### config.mk
export PLATFORM = sky130hd
export DESIGN_NAME = controlUnit
export DESIGN_NICKNAME = d
export VERILOG_FILES = /design/src/common/controlPkg.sv /design/src/rtl/controlUnit.sv /design/src/sequencer/controlWordGen.sv /design/src/sequencer/stepSequencer.sv /design/src/rtl/interruptArbiter.sv /design/src/rtl/instrClassifier.sv
export VERILOG_INCLUDE_DIRS = /design/src /design/src/common
export SDC_FILE = /design/constraint.sdc
export NUM_CORES = 1
export LEC_CHECK = 0
export CORE_MARGIN = 1
export CORE_UTILIZATION = 45
export CTS_CLUSTER_SIZE = 25
export DETAILED_ROUTE_END_ITERATION = 10
export DONT_BUFFER_PORTS = 1
export GPL_ROUTABILITY_DRIVEN = 0
export PLACE_DENSITY = 0.68
export SYNTH_ARGS = -nofsm -noshare
export SYNTH_HDL_FRONTEND = slang
export SYNTH_SLANG_ARGS = --single-unit
### constraint.sdc
create_clock -name clk -period 3.25 [get_ports clk]
set_input_delay 0.1625 -clock clk [delete_from_list [all_inputs] [get_ports clk]]
set_output_delay 0.1625 -clock clk [all_outputs]
set_load 0.02 [all_outputs]
### src/common/control_params.svh
`ifndef CONTROL_PARAMS_SVH
`define CONTROL_PARAMS_SVH

// **************************************************
// widths
`define INSTR_W     16          // instruction word
`define ADDR_W      16          // instruction address
`define ALU_MODE_W  4           // alu function select
`define IRQ_N       4           // interrupt request lines

// power-up hold
`define START_DELAY 40          // cycles before first fetch
`define DELAY_W     6           // must hold START_DELAY

// interrupt vectors, line 0 highest priority
`define IRQ_VEC0    20
`define IRQ_VEC1    30
`define IRQ_VEC2    40
`define IRQ_VEC3    50

// **************************************************
// low-nibble class opcodes
`define OPC_IN      4'h8        // io read
`define OPC_OUT     4'h9        // io write
`define OPC_REGREG  4'hA        // register-register alu
`define OPC_BRANCH  4'hE        // relative branch
`define OPC_EXT     4'hF        // single-register alu, indirect branch

`endif
### src/common/controlPkg.sv
`default_nettype none

`include "control_params.svh"

package controlPkg;

    // **************************************************
    // plain vector types
    typedef logic [`INSTR_W-1:0]    instr_t;        // instruction word
    typedef logic [`ADDR_W-1:0]     addr_t;         // instruction address
    typedef logic [`ALU_MODE_W-1:0] aluMode_t;      // alu function
    typedef logic [3:0]             regSel_t;       // register file select
    typedef logic [`IRQ_N-1:0]      irqMask_t;      // one bit per request line

    // **************************************************
    // enums
    typedef enum logic [2:0] {
        NONE, ALU_IMM, ALU_REG, IO, BRANCH, NOP_HLT
    } instrClass_e;

    typedef enum logic [1:0] {
        START, PART1, PART2, IRQ_MSB
    } step_e;

    typedef enum logic [2:0] {
        PC_NEXT    = 3'b000,    // pc + 1
        IRQ_VECTOR = 3'b010,    // arbiter vector
        BRANCH_REG = 3'b100,    // register pair
        BRANCH_REL = 3'b110     // pc + offset
    } iAddrSel_e;

    typedef enum logic [1:0] {
        REG_B = 2'b00,          // register file port b
        IMM8  = 2'b10           // 8-bit immediate
    } bSel_e;

    typedef enum logic [1:0] {
        PTR     = 2'b00,        // register pointer, sp for pushes
        IO_PORT = 2'b01         // port number from instruction
    } dAddrSel_e;

    typedef enum logic [2:0] {
        ALU_OUT = 3'b000,
        RET_MSB = 3'b011,       // high byte of return address
        RET_LSB = 3'b100        // low byte of return address
    } dDataSel_e;

    typedef enum logic [1:0] {
        ALU_FLAGS   = 2'b00,    // flags from alu, ie kept
        DISABLE_IRQ = 2'b11     // clear ie, keep others
    } srSel_e;

    // **************************************************
    // structs
    typedef struct packed {
        logic carry;
        logic zero;
        logic negative;
    } statusFlags_t;

    typedef struct packed {
        instrClass_e iClass;
        logic        isIn;          // io class, read direction
        logic        isHlt;
        logic        brTaken;       // condition met
        logic        brReg;         // 1 register-indirect, 0 relative
        aluMode_t    aluMode;
        regSel_t     regSel;        // register b select
    } decoded_t;

    typedef struct packed {
        logic      regFileSrc;          // 0 alu, 1 data/io memory
        regSel_t   regFileOutBSelect;
        logic      regFileWriteEnable;
        logic      regFileAdd;          // pointer adjust
        logic [1:0] regFileConstSrc;    // 01 decrements
        bSel_e     aluSrcBSelect;
        aluMode_t  aluMode;
        dDataSel_e dMemDataSelect;
        dAddrSel_e dMemIOAddressSelect;
        logic      dMemIOWriteEn;
        logic      dMemIOReadEn;
        srSel_e    statusRegSrcSelect;
        logic      flagEnable;
        iAddrSel_e iMemAddrSelect;
        logic      iMemReadEnable;
        logic      pcWriteEn;
    } ctrlWord_t;

endpackage

`default_nettype wire

### src/rtl/controlUnit.sv
`timescale 1ns/10ps
`default_nettype none

module controlUnit (
    input  wire                           clk,
    input  wire                           rstN,
    input  wire controlPkg::instr_t       iMemOut,
    input  wire controlPkg::statusFlags_t flags,
    input  wire                           interruptEnable,
    input  wire controlPkg::irqMask_t     irqReq,
    output controlPkg::ctrlWord_t         ctrl,
    output controlPkg::addr_t             interruptVector,
    output controlPkg::irqMask_t          irqClr,
    output logic                          resetOut
);

    controlPkg::decoded_t decoded;      // combinational decode of iMemOut
    controlPkg::step_e    step;
    logic                 pending;      // any request line high
    logic                 inIrqStep;    // vector jump cycle
    logic                 takeIrq;      // entry starts this cycle
    logic                 delayDone;    // last power-up hold cycle

    // **************************************************
    instrClassifier classifier_i (
        .iMemOut (iMemOut),
        .flags   (flags),
        .decoded (decoded)
    );

    interruptArbiter arbiter_i (
        .irqReq          (irqReq),
        .inIrqStep       (inIrqStep),
        .interruptVector (interruptVector),
        .pending         (pending),
        .irqClr          (irqClr)
    );

    stepSequencer sequencer_i (
        .clk             (clk),
        .rstN            (rstN),
        .decoded         (decoded),
        .pending         (pending),
        .interruptEnable (interruptEnable),
        .step            (step),
        .takeIrq         (takeIrq),
        .inIrqStep       (inIrqStep),
        .delayDone       (delayDone),
        .resetOut        (resetOut)
    );

    controlWordGen ctrlGen_i (
        .step      (step),
        .decoded   (decoded),
        .iMemOut   (iMemOut),
        .takeIrq   (takeIrq),
        .delayDone (delayDone),
        .ctrl      (ctrl)
    );

endmodule

`default_nettype wire

### src/sequencer/controlWordGen.sv
`timescale 1ns/10ps
`default_nettype none

module controlWordGen (
    input  wire controlPkg::step_e    step,
    input  wire controlPkg::decoded_t decoded,
    input  wire controlPkg::instr_t   iMemOut,
    input  wire                       takeIrq,
    input  wire                       delayDone,
    output controlPkg::ctrlWord_t     ctrl
);

    logic pushStep;     // either half of interrupt entry

    assign pushStep = takeIrq || (step == controlPkg::IRQ_MSB);

    always_comb begin
        // **************************************************
        // defaults, nothing written
        ctrl.regFileSrc          = 1'b0;                    // alu out
        ctrl.regFileOutBSelect   = decoded.regSel;
        ctrl.regFileWriteEnable  = 1'b0;
        ctrl.regFileAdd          = 1'b0;
        ctrl.regFileConstSrc     = 2'b00;
        ctrl.aluSrcBSelect       = controlPkg::REG_B;
        ctrl.aluMode             = decoded.aluMode;
        ctrl.dMemDataSelect      = controlPkg::ALU_OUT;
        ctrl.dMemIOAddressSelect = controlPkg::PTR;
        ctrl.dMemIOWriteEn       = 1'b0;
        ctrl.dMemIOReadEn        = 1'b0;
        ctrl.statusRegSrcSelect  = controlPkg::ALU_FLAGS;
        ctrl.flagEnable          = 1'b0;
        ctrl.iMemAddrSelect      = controlPkg::PC_NEXT;
        ctrl.iMemReadEnable      = 1'b0;
        ctrl.pcWriteEn           = 1'b0;

        case (step)
            controlPkg::START: begin
                ctrl.statusRegSrcSelect = controlPkg::DISABLE_IRQ;  // ie off at boot
                ctrl.flagEnable         = 1'b1;
                ctrl.iMemReadEnable     = 1'b1;
                ctrl.pcWriteEn          = delayDone;                // first fetch
            end
            controlPkg::PART1: begin
                if (!takeIrq) begin
                    case (decoded.iClass)
                        controlPkg::ALU_IMM: begin
                            ctrl.regFileWriteEnable = 1'b1;
                            ctrl.aluSrcBSelect      = controlPkg::IMM8;
                            ctrl.flagEnable         = (iMemOut[2:0] != 3'd1);  // not ldi
                            ctrl.iMemReadEnable     = 1'b1;
                            ctrl.pcWriteEn          = 1'b1;
                        end
                        controlPkg::ALU_REG: begin
                            ctrl.regFileWriteEnable = 1'b1;
                            ctrl.flagEnable         = (iMemOut[7:4] != 4'd1);  // not mov
                            ctrl.iMemReadEnable     = 1'b1;
                            ctrl.pcWriteEn          = 1'b1;
                        end
                        controlPkg::IO: begin
                            ctrl.regFileSrc          = 1'b1;
                            ctrl.dMemIOAddressSelect = controlPkg::IO_PORT;
                            ctrl.dMemIOWriteEn       = !decoded.isIn;      // out
                            ctrl.dMemIOReadEn        = decoded.isIn;       // in, first half
                            ctrl.iMemReadEnable      = !decoded.isIn;
                            ctrl.pcWriteEn           = !decoded.isIn;
                        end
                        controlPkg::BRANCH: begin
                            if (!decoded.brTaken)
                                ctrl.iMemAddrSelect = controlPkg::PC_NEXT;
                            else if (decoded.brReg)
                                ctrl.iMemAddrSelect = controlPkg::BRANCH_REG;
                            else
                                ctrl.iMemAddrSelect = controlPkg::BRANCH_REL;
                            ctrl.iMemReadEnable = 1'b1;
                            ctrl.pcWriteEn      = 1'b1;
                        end
                        controlPkg::NOP_HLT: begin
                            ctrl.iMemReadEnable = !decoded.isHlt;          // hlt spins
                            ctrl.pcWriteEn      = !decoded.isHlt;
                        end
                        default: begin
                            ctrl.iMemReadEnable = 1'b1;                    // skip unknown
                            ctrl.pcWriteEn      = 1'b1;
                        end
                    endcase
                end
            end
            controlPkg::PART2: begin
                ctrl.regFileSrc          = 1'b1;                   // io data back
                ctrl.dMemIOAddressSelect = controlPkg::IO_PORT;
                ctrl.regFileWriteEnable  = 1'b1;
                ctrl.iMemReadEnable      = 1'b1;
                ctrl.pcWriteEn           = 1'b1;
            end
            default: ;      // irq_msb, handled below
        endcase

        // **************************************************
        // interrupt entry: push return address, sp decrements each half
        if (pushStep) begin
            ctrl.regFileOutBSelect  = 4'b1110;                      // sp low reg
            ctrl.regFileAdd         = 1'b1;
            ctrl.regFileConstSrc    = 2'b01;                        // sp--
            ctrl.dMemIOWriteEn      = 1'b1;
            ctrl.statusRegSrcSelect = controlPkg::DISABLE_IRQ;
            ctrl.flagEnable         = 1'b1;
            ctrl.iMemAddrSelect     = controlPkg::IRQ_VECTOR;
            ctrl.dMemDataSelect     = (step == controlPkg::IRQ_MSB) ? controlPkg::RET_MSB
                                                                    : controlPkg::RET_LSB;
            ctrl.iMemReadEnable     = (step == controlPkg::IRQ_MSB);   // jump on second half
            ctrl.pcWriteEn          = (step == controlPkg::IRQ_MSB);
        end
    end

endmodule

`default_nettype wire

### src/sequencer/stepSequencer.sv
`timescale 1ns/10ps
`default_nettype none

`include "control_params.svh"

module stepSequencer (
    input  wire                       clk,
    input  wire                       rstN,
    input  wire controlPkg::decoded_t decoded,
    input  wire                       pending,
    input  wire                       interruptEnable,
    output controlPkg::step_e         step,
    output logic                      takeIrq,
    output logic                      inIrqStep,
    output logic                      delayDone,
    output logic                      resetOut
);

    localparam logic [`DELAY_W-1:0] delayLast = `START_DELAY;

    controlPkg::step_e   stepNext;
    logic [`DELAY_W-1:0] delayCnt;      // power-up hold counter

    // **************************************************
    // power-up delay
    assign delayDone = (step == controlPkg::START) && (delayCnt == delayLast);

    always_ff @(posedge clk) begin
        if (!rstN)
            delayCnt <= '0;
        else if ((step == controlPkg::START) && !delayDone)
            delayCnt <= delayCnt + 1'b1;
        else
            delayCnt <= '0;         // idle outside start
    end

    // **************************************************
    // interrupt entry only at instruction boundary, hlt not interruptible
    assign takeIrq   = (step == controlPkg::PART1) && interruptEnable && pending
                       && !decoded.isHlt;
    assign inIrqStep = (step == controlPkg::IRQ_MSB);
    assign resetOut  = (step == controlPkg::START);     // core held in reset

    always_comb begin
        case (step)
            controlPkg::START:
                stepNext = delayDone ? controlPkg::PART1 : controlPkg::START;
            controlPkg::PART1: begin
                if (takeIrq)
                    stepNext = controlPkg::IRQ_MSB;     // push msb, jump
                else if ((decoded.iClass == controlPkg::IO) && decoded.isIn)
                    stepNext = controlPkg::PART2;       // in writes back next cycle
                else
                    stepNext = controlPkg::PART1;
            end
            default:
                stepNext = controlPkg::PART1;           // part2, irq_msb
        endcase
    end

    always_ff @(posedge clk) begin
        if (!rstN)
            step <= controlPkg::START;
        else
            step <= stepNext;
    end

endmodule

`default_nettype wire

### src/rtl/interruptArbiter.sv
`timescale 1ns/10ps
`default_nettype none

`include "control_params.svh"

module interruptArbiter (
    input  wire controlPkg::irqMask_t irqReq,
    input  wire                       inIrqStep,
    output controlPkg::addr_t         interruptVector,
    output logic                      pending,
    output controlPkg::irqMask_t      irqClr
);

    controlPkg::irqMask_t grant;    // one-hot winner

    // **************************************************
    // fixed priority, line 0 wins
    always_comb begin
        grant = '0;
        interruptVector = '0;       // no request
        if (irqReq[0]) begin
            grant[0] = 1'b1;
            interruptVector = controlPkg::addr_t'(`IRQ_VEC0);
        end else if (irqReq[1]) begin
            grant[1] = 1'b1;
            interruptVector = controlPkg::addr_t'(`IRQ_VEC1);
        end else if (irqReq[2]) begin
            grant[2] = 1'b1;
            interruptVector = controlPkg::addr_t'(`IRQ_VEC2);
        end else if (irqReq[3]) begin
            grant[3] = 1'b1;
            interruptVector = controlPkg::addr_t'(`IRQ_VEC3);
        end
    end

    assign pending = |irqReq;
    assign irqClr  = inIrqStep ? grant : '0;    // pulse only in vector step

endmodule

`default_nettype wire

### src/rtl/instrClassifier.sv
`timescale 1ns/10ps
`default_nettype none

`include "control_params.svh"

module instrClassifier (
    input  wire controlPkg::instr_t       iMemOut,
    input  wire controlPkg::statusFlags_t flags,
    output controlPkg::decoded_t          decoded
);

    logic [3:0] opc;            // class nibble
    logic [3:0] subOp;          // alu mode field of register ops
    logic isImm, isIo, isRegReg, isRegOne;
    logic isBrRel, isBrInd, nopWord, hltWord;
    logic condMet;

    assign opc   = iMemOut[3:0];
    assign subOp = iMemOut[7:4];

    // **************************************************
    // opcode patterns
    assign isImm    = (opc >= 4'd1) && (opc <= 4'd7);
    assign isIo     = (opc == `OPC_IN) || (opc == `OPC_OUT);
    assign isRegReg = (opc == `OPC_REGREG) && (subOp >= 4'd1) && (subOp <= 4'd9);
    assign isRegOne = (opc == `OPC_EXT) && (subOp >= 4'hA) && (iMemOut[11:8] == 4'h0);
    assign isBrRel  = (opc == `OPC_BRANCH);
    assign isBrInd  = (iMemOut[8:0] == {5'b0_0001, `OPC_EXT}) && !iMemOut[12];
    assign nopWord  = (iMemOut == '0);
    assign hltWord  = &iMemOut;     // all ones

    always_comb begin
        case (iMemOut[15:13])   // condition field
            3'd1:    condMet = flags.carry;
            3'd2:    condMet = !flags.carry;
            3'd3:    condMet = flags.zero;
            3'd4:    condMet = !flags.zero;
            3'd5:    condMet = flags.negative;
            3'd6:    condMet = !flags.negative;
            default: condMet = 1'b1;        // 0 and 7 always
        endcase
    end

    // **************************************************
    always_comb begin
        if (isImm)
            decoded.iClass = controlPkg::ALU_IMM;
        else if (isIo)
            decoded.iClass = controlPkg::IO;
        else if (isRegReg || isRegOne)
            decoded.iClass = controlPkg::ALU_REG;
        else if (isBrRel || isBrInd)
            decoded.iClass = controlPkg::BRANCH;
        else if (nopWord || hltWord)
            decoded.iClass = controlPkg::NOP_HLT;
        else
            decoded.iClass = controlPkg::NONE;      // unsupported, skipped
        decoded.isIn    = isIo && (opc == `OPC_IN);
        decoded.isHlt   = hltWord;
        decoded.brTaken = (isBrRel || isBrInd) && condMet;
        decoded.brReg   = iMemOut[0];               // odd encoding is indirect
        if (isImm)
            decoded.aluMode = {1'b0, iMemOut[2:0]};
        else if (isRegReg || isRegOne)
            decoded.aluMode = subOp;
        else
            decoded.aluMode = '0;                   // pass a
        // source reg for register ops, even half of pair otherwise
        decoded.regSel = (isRegReg || isRegOne) ? iMemOut[11:8] : {iMemOut[11:9], 1'b0};
    end

endmodule

`default_nettype wire

Word-level counts from Yosys, hierarchy flattened
Index checks and enable logic that the tools add are counted.
{"block": "classes", "order_cmp": 5, "muxes": 54, "add_sub_neg": 1, "eq_ne": 23, "reduce_logical": 33}
{"op": "2-to-1 mux 16 bit", "n": 3}
{"op": "2-to-1 mux 3 bit", "n": 13}
{"op": "equality test 4 bit, second input constant", "n": 5}
{"op": "2-to-1 mux 4 bit", "n": 5}
{"op": "2-to-1 mux 2 bit", "n": 9}
{"op": "logical NOT 16 bit", "n": 1}
{"op": "AND reduction 16 bit", "n": 1}
{"op": "equality test 3 bit, second input constant", "n": 5}
{"op": "logical AND 1 bit", "n": 14}
{"op": "equality test 3 x 2 -> 1 bit, second input constant", "n": 4}
{"op": "2-to-1 mux 1 bit", "n": 12}
{"op": "2-to-1 mux 6 bit", "n": 2}
{"op": "case mux 2 bit (2 select lines)", "n": 3}
{"op": "equality test 9 x 5 -> 1 bit, second input constant", "n": 1}
{"op": "greater-or-equal comparator 4 x 1 -> 1 bit, second input constant", "n": 2}
{"op": "2-to-1 mux 8 bit", "n": 1}
{"op": "case mux 1 bit (2 select lines)", "n": 4}
{"op": "logical NOT 1 bit", "n": 7}
{"op": "adder 6 x 1 -> 6 bit, second input constant", "n": 1}
{"op": "equality test 3 x 1 -> 1 bit, second input constant", "n": 2}
{"op": "equality test 6 bit, second input constant", "n": 1}
{"op": "case mux 1 bit (6 select lines)", "n": 1}
{"op": "case mux 2 bit (3 select lines)", "n": 1}
{"op": "logical OR 1 bit", "n": 5}
{"op": "other kinds (12)", "n": 13}
{"block": "word_totals", "ff_bits": 8, "in_bits": 26, "out_inout_bits": 51, "word_cells": 118}

Logic depth before layout (Yosys ltp)
{"block": "depth", "word_depth": 12, "depth_mapped": 8, "depth_no_buf": 6}

Modules after synthesis
Synthesis repeated with hierarchy kept, for this count alone.
{"block": "hier_totals", "cells_unflattened": 182, "hier_area_um2": 1305.0}
{"module": "controlWordGen", "seq_area_each_um2": 0.0, "cells_each": 55, "n_inst": 1, "area_per_inst_um2": 404.1}
{"module": "stepSequencer", "seq_area_each_um2": 160.2, "cells_each": 41, "n_inst": 1, "area_per_inst_um2": 372.9}
{"module": "instrClassifier", "seq_area_each_um2": 0.0, "cells_each": 59, "n_inst": 1, "area_per_inst_um2": 345.3}
{"module": "interruptArbiter", "seq_area_each_um2": 0.0, "cells_each": 27, "n_inst": 1, "area_per_inst_um2": 182.7}

Worst setup path after synthesis
Ideal clock, no wire load.
{"block": "synth_timing", "path_type": "reg-to-output", "startpoint": "reg sequencer_i.step[1]", "endpoint": "out ctrl[29] (netlist name)", "t_required_ns": 3.087, "n_path_buf": 2, "stages_incl_launch_ff": 9, "arrival_time_ns": 1.745, "setup_slack_ns": 1.342, "path_cell_list": "dfxtp_1 inv_1 ha_1 nand2_1 a21o_1 or2_2 clkbuf_1 a32o_1 buf_4"}
{"item": "start, declared", "line_no": "stepSequencer.sv:12", "source": "output controlPkg::step_e step,"}
{"item": "start signal, assigned", "line_no": "stepSequencer.sv:63", "source": "step <= controlPkg::START;"}
{"item": "start signal, assigned", "line_no": "stepSequencer.sv:65", "source": "step <= stepNext;"}
{"item": "end, declared", "line_no": "controlUnit.sv:11", "source": "output controlPkg::ctrlWord_t ctrl,"}

==> summary.txt <==
Critical path
  • Crit-path cells: inv_1, ha_1, nand2_1, a21o_1, or2_2, a32o_1
  • Reg-to-reg startpoint: sequencer_i.step[1]$_SDFF_PN0_
  • Crit start category: flip-flop
  • CP Data Arrival Time: 2170 ps
  • Critical Setup Path Class: reg2out
  • Slowest CP cell: ha_1
  • Reg2reg path depth: 6
  • Reg2Reg Setup Slack: 1470 ps
  • Required time of the critical path: 3090 ps
  • CP delay by family, top: compound AO/OA/AOI/OAI gates
  • Reg-to-Reg End: sequencer_i.step[0]$_SDFF_PN0_
  • Crit path buf inv count: 1
  • Worst setup EP type: output port
  • Critical path's largest stage delay: 420 ps
  • Crit-path max FO: 13

Logic synthesis
  • Mean post-synth cell area: 7.29 µm²
  • Ys flop type: dfxtp_1
  • Synth Warn #: 0
  • Post-synthesis register bit count: 8
  • Netlist cell types: 48
  • Synthesized netlist cell count: 156
  • Cell Area, Synth: 0.00114 mm²
  • Leading post-synthesis cells by cell area: dfxtp_1, buf_4, nor2_1
  • Yosys top cell area share: 14.1%
  • Sequential area share after synthesis: 14.1%
  • EDFF count, synth: 0
  • Yosys top cell by area: dfxtp_1
  • FFs w/ async S/R, synth: 0%

Clock network
  • Hold Buf Count CTS: 0
  • H-tree lvl count: 1
  • CTS tree: built
  • Clock transition at path regs: 50 ps
  • Clk root buf: clkbuf_4
  • Clock Latency Late Sink: 250 ps
  • Clock Path Buffers: 2
  • Post-CTS Setup Inserts: 0
  • # clock sinks: 8
  • Post-cts resize count: 0
  • Num CTS Buffers: 3

Die
  • IO Pins: 77
  • Die width: 52.3 µm
  • DIE HEIGHT: 52.3 µm
  • Starting Density: 49.5%
  • Core Region: 0.00230 mm²
  • Cell Rows: 17
  • Die area: 0.00273 mm²

Global routing
  • Vias in the first global route: 891
  • First-pass GRT wire length: 3800 µm
  • Initial antenna violation count: 0
  • Largest net degree at the start of global routing: 14
  • GRT overflow: 0
  • Total GRT Usage: 18.6%

Route
  • Vias: 1035
  • Total Wirelength: 2610 µm
  • Vias per inst: 5.88
  • DRC: 0
  • Routed Antenna Nets: 0
  • Drt initial violations: 23
  • Pre-antenna DRT Iters: 4
  • Avg WL per Cell: 14.8 µm

Timing
  • Max Slew Vio Count: 0
  • RSZ-0062 raised after global routing: false
  • Clk_skew: 0.272 ps
  • Slew headroom: 48.5%
  • Worst slew pin tran: 761 ps
  • Final setup violation count: 0
  • Max Clk Rate: 429 MHz
  • Fin Setup TNS: 0 ps
  • Final hold viol count: 0
  • Final period utilization: 71.8%
  • Final setup margin: 917 ps
  • Final min period: 2330 ps

Placed design
  • DP Worst Slack: 1190 ps
  • Hpwl dp: 2090 µm
  • Placed cell count: 173
  • Port Buf Inserts: 0

Min path
  • Hold path cells: 2
  • Hold path start: rstN
  • HP Class: in2reg
  • Hold endpoint: sequencer_i.step[1]$_SDFF_PN0_

Power
  • Pwr dens: 220 mW/mm²
  • VDD IR max: 0.000148 V
  • Overall power: 0.236 mW
  • Leakage power: 0.472 nW

Run
  • Maximum Capacitance Violations: 0

Final layout
  • Commonest non-fill, non-tap cell in the layout: nor2_1
  • Fillers: 247
  • Commonest non-fill, non-tap cells in the layout: nor2_1, conb_1, inv_1
  • Sequential cell area: 160 µm²
  • Number of antenna diodes: 0
  • Area Growth Syn to Fin: -5.39%
  • Nets: 182
  • Layout cell share with drive strength beyond 1: 10.1%
  • Area of the multi-input gates: 810 µm²
  • Final non-filler cell total: 176

Outcome
  • Outcome: finished, final reports clean
-- area by class of cell --
cell class | count | area share (%)
inverters | 11 | 3.84
multi-input cells | 125 | 75.2
well taps | 28 | 3.26
flip-flops and latches | 8 | 14.9
clock buffers | 3 | 2.09
repair buffers | 1 | 0.698
-- worst reg2reg max path, cell delays in order, from the launching register on --
cell and delay (ps):
dfxtp_1 320, inv_1 70, ha_1 420, nand2_1 90, a21o_1 220, or2_2 370
a41oi_1 200
-- worst max path at each step --
stage / from / endpoint / slack (ps) / cells after the start
after CTS: sequencer_i.step[1]$_SDFF_PN0_ / ctrl[10] / 910 / 6
final: sequencer_i.step[1]$_SDFF_PN0_ / ctrl[10] / 920 / 6
after global placement: sequencer_i.step[1]$_SDFF_PN0_ / ctrl[10] / 1250 / 6
after floorplan: sequencer_i.step[1]$_SDFF_PN0_ / ctrl[29] / 1340 / 8
after detailed placement: sequencer_i.step[1]$_SDFF_PN0_ / ctrl[10] / 1190 / 6
after global routing: sequencer_i.step[1]$_SDFF_PN0_ / ctrl[10] / 780 / 6
-- state kept, by name (all words and copies together), names as in the netlist --
| name | count |
|---|---|
| sequencer_i.step | 2 |
| sequencer_i.delayCnt | 6 |
-- per-stage QoR --
stage               hold slack [ps]  utilization, %  instance area (µm²)
floorplan                       282               -                 1190
global placement                298            45.9                 1050
detailed placement              292            45.9                 1050
CTS                            25.7            46.8                 1080
global route                   33.5            46.8                 1080
finish                         34.7            46.8                 1080
-- synth_stat cells (2+ instances only) --
cell type,n
a21oi_1,3
a22o_1,2
and2_1,2
and3_1,5
buf_2,2
buf_4,21
clkbuf_1,3
dfxtp_1,8
ha_1,6
inv_1,11
nand2_1,10
nand3_1,6
nand4_1,2
nand4_2,2
nor2_1,21
nor3_1,3
nor4_1,2
nor4b_1,2
o211a_1,3
o21ai_0,5
o21bai_1,2
o2bb2ai_1,3
or2_2,5
xnor2_1,2
xor2_1,2
-- per-layer routing --
| layer | vias to the layer above | track usage (%) | routed length [µm] |
|---|---|---|---|
| li1 | 502 | - | - |
| met1 | 467 | 20.3 | 1090 |
| met2 | 64 | 31.2 | 1240 |
| met3 | 2 | 8.99 | 261 |
| met4 | 0 | 6.14 | 8 |
| met5 | - | 0 | 0 |
-- report_power, final --
group	leakage [nW]	switching, mW	internal, mW	total (mW)
registers	0.0651	0.00298	0.102	0.104
clock network	0.0138	0.0303	0.0420	0.0724
logic	0.393	0.0425	0.0171	0.0595
total	0.472	0.0758	0.161	0.236
-- cell families (layout without fill, tap and decap cells) --
| family | after synthesis | in the layout | share of synthesized area (%) |
|---|---|---|---|
| simple gates | 69 | 69 | 34.5 |
| buf+inv | 37 | 15 | 19.4 |
| compound gates | 30 | 30 | 21.1 |
| flops | 8 | 8 | 14.1 |
| fa+ha+maj | 6 | 6 | 6.60 |
| xor+xnor | 4 | 4 | 3.08 |
| other cells | 1 | 15 | 0.330 |
| mux | 1 | 1 | 0.880 |
Note: power is estimated with default switching activity, not from simulation.
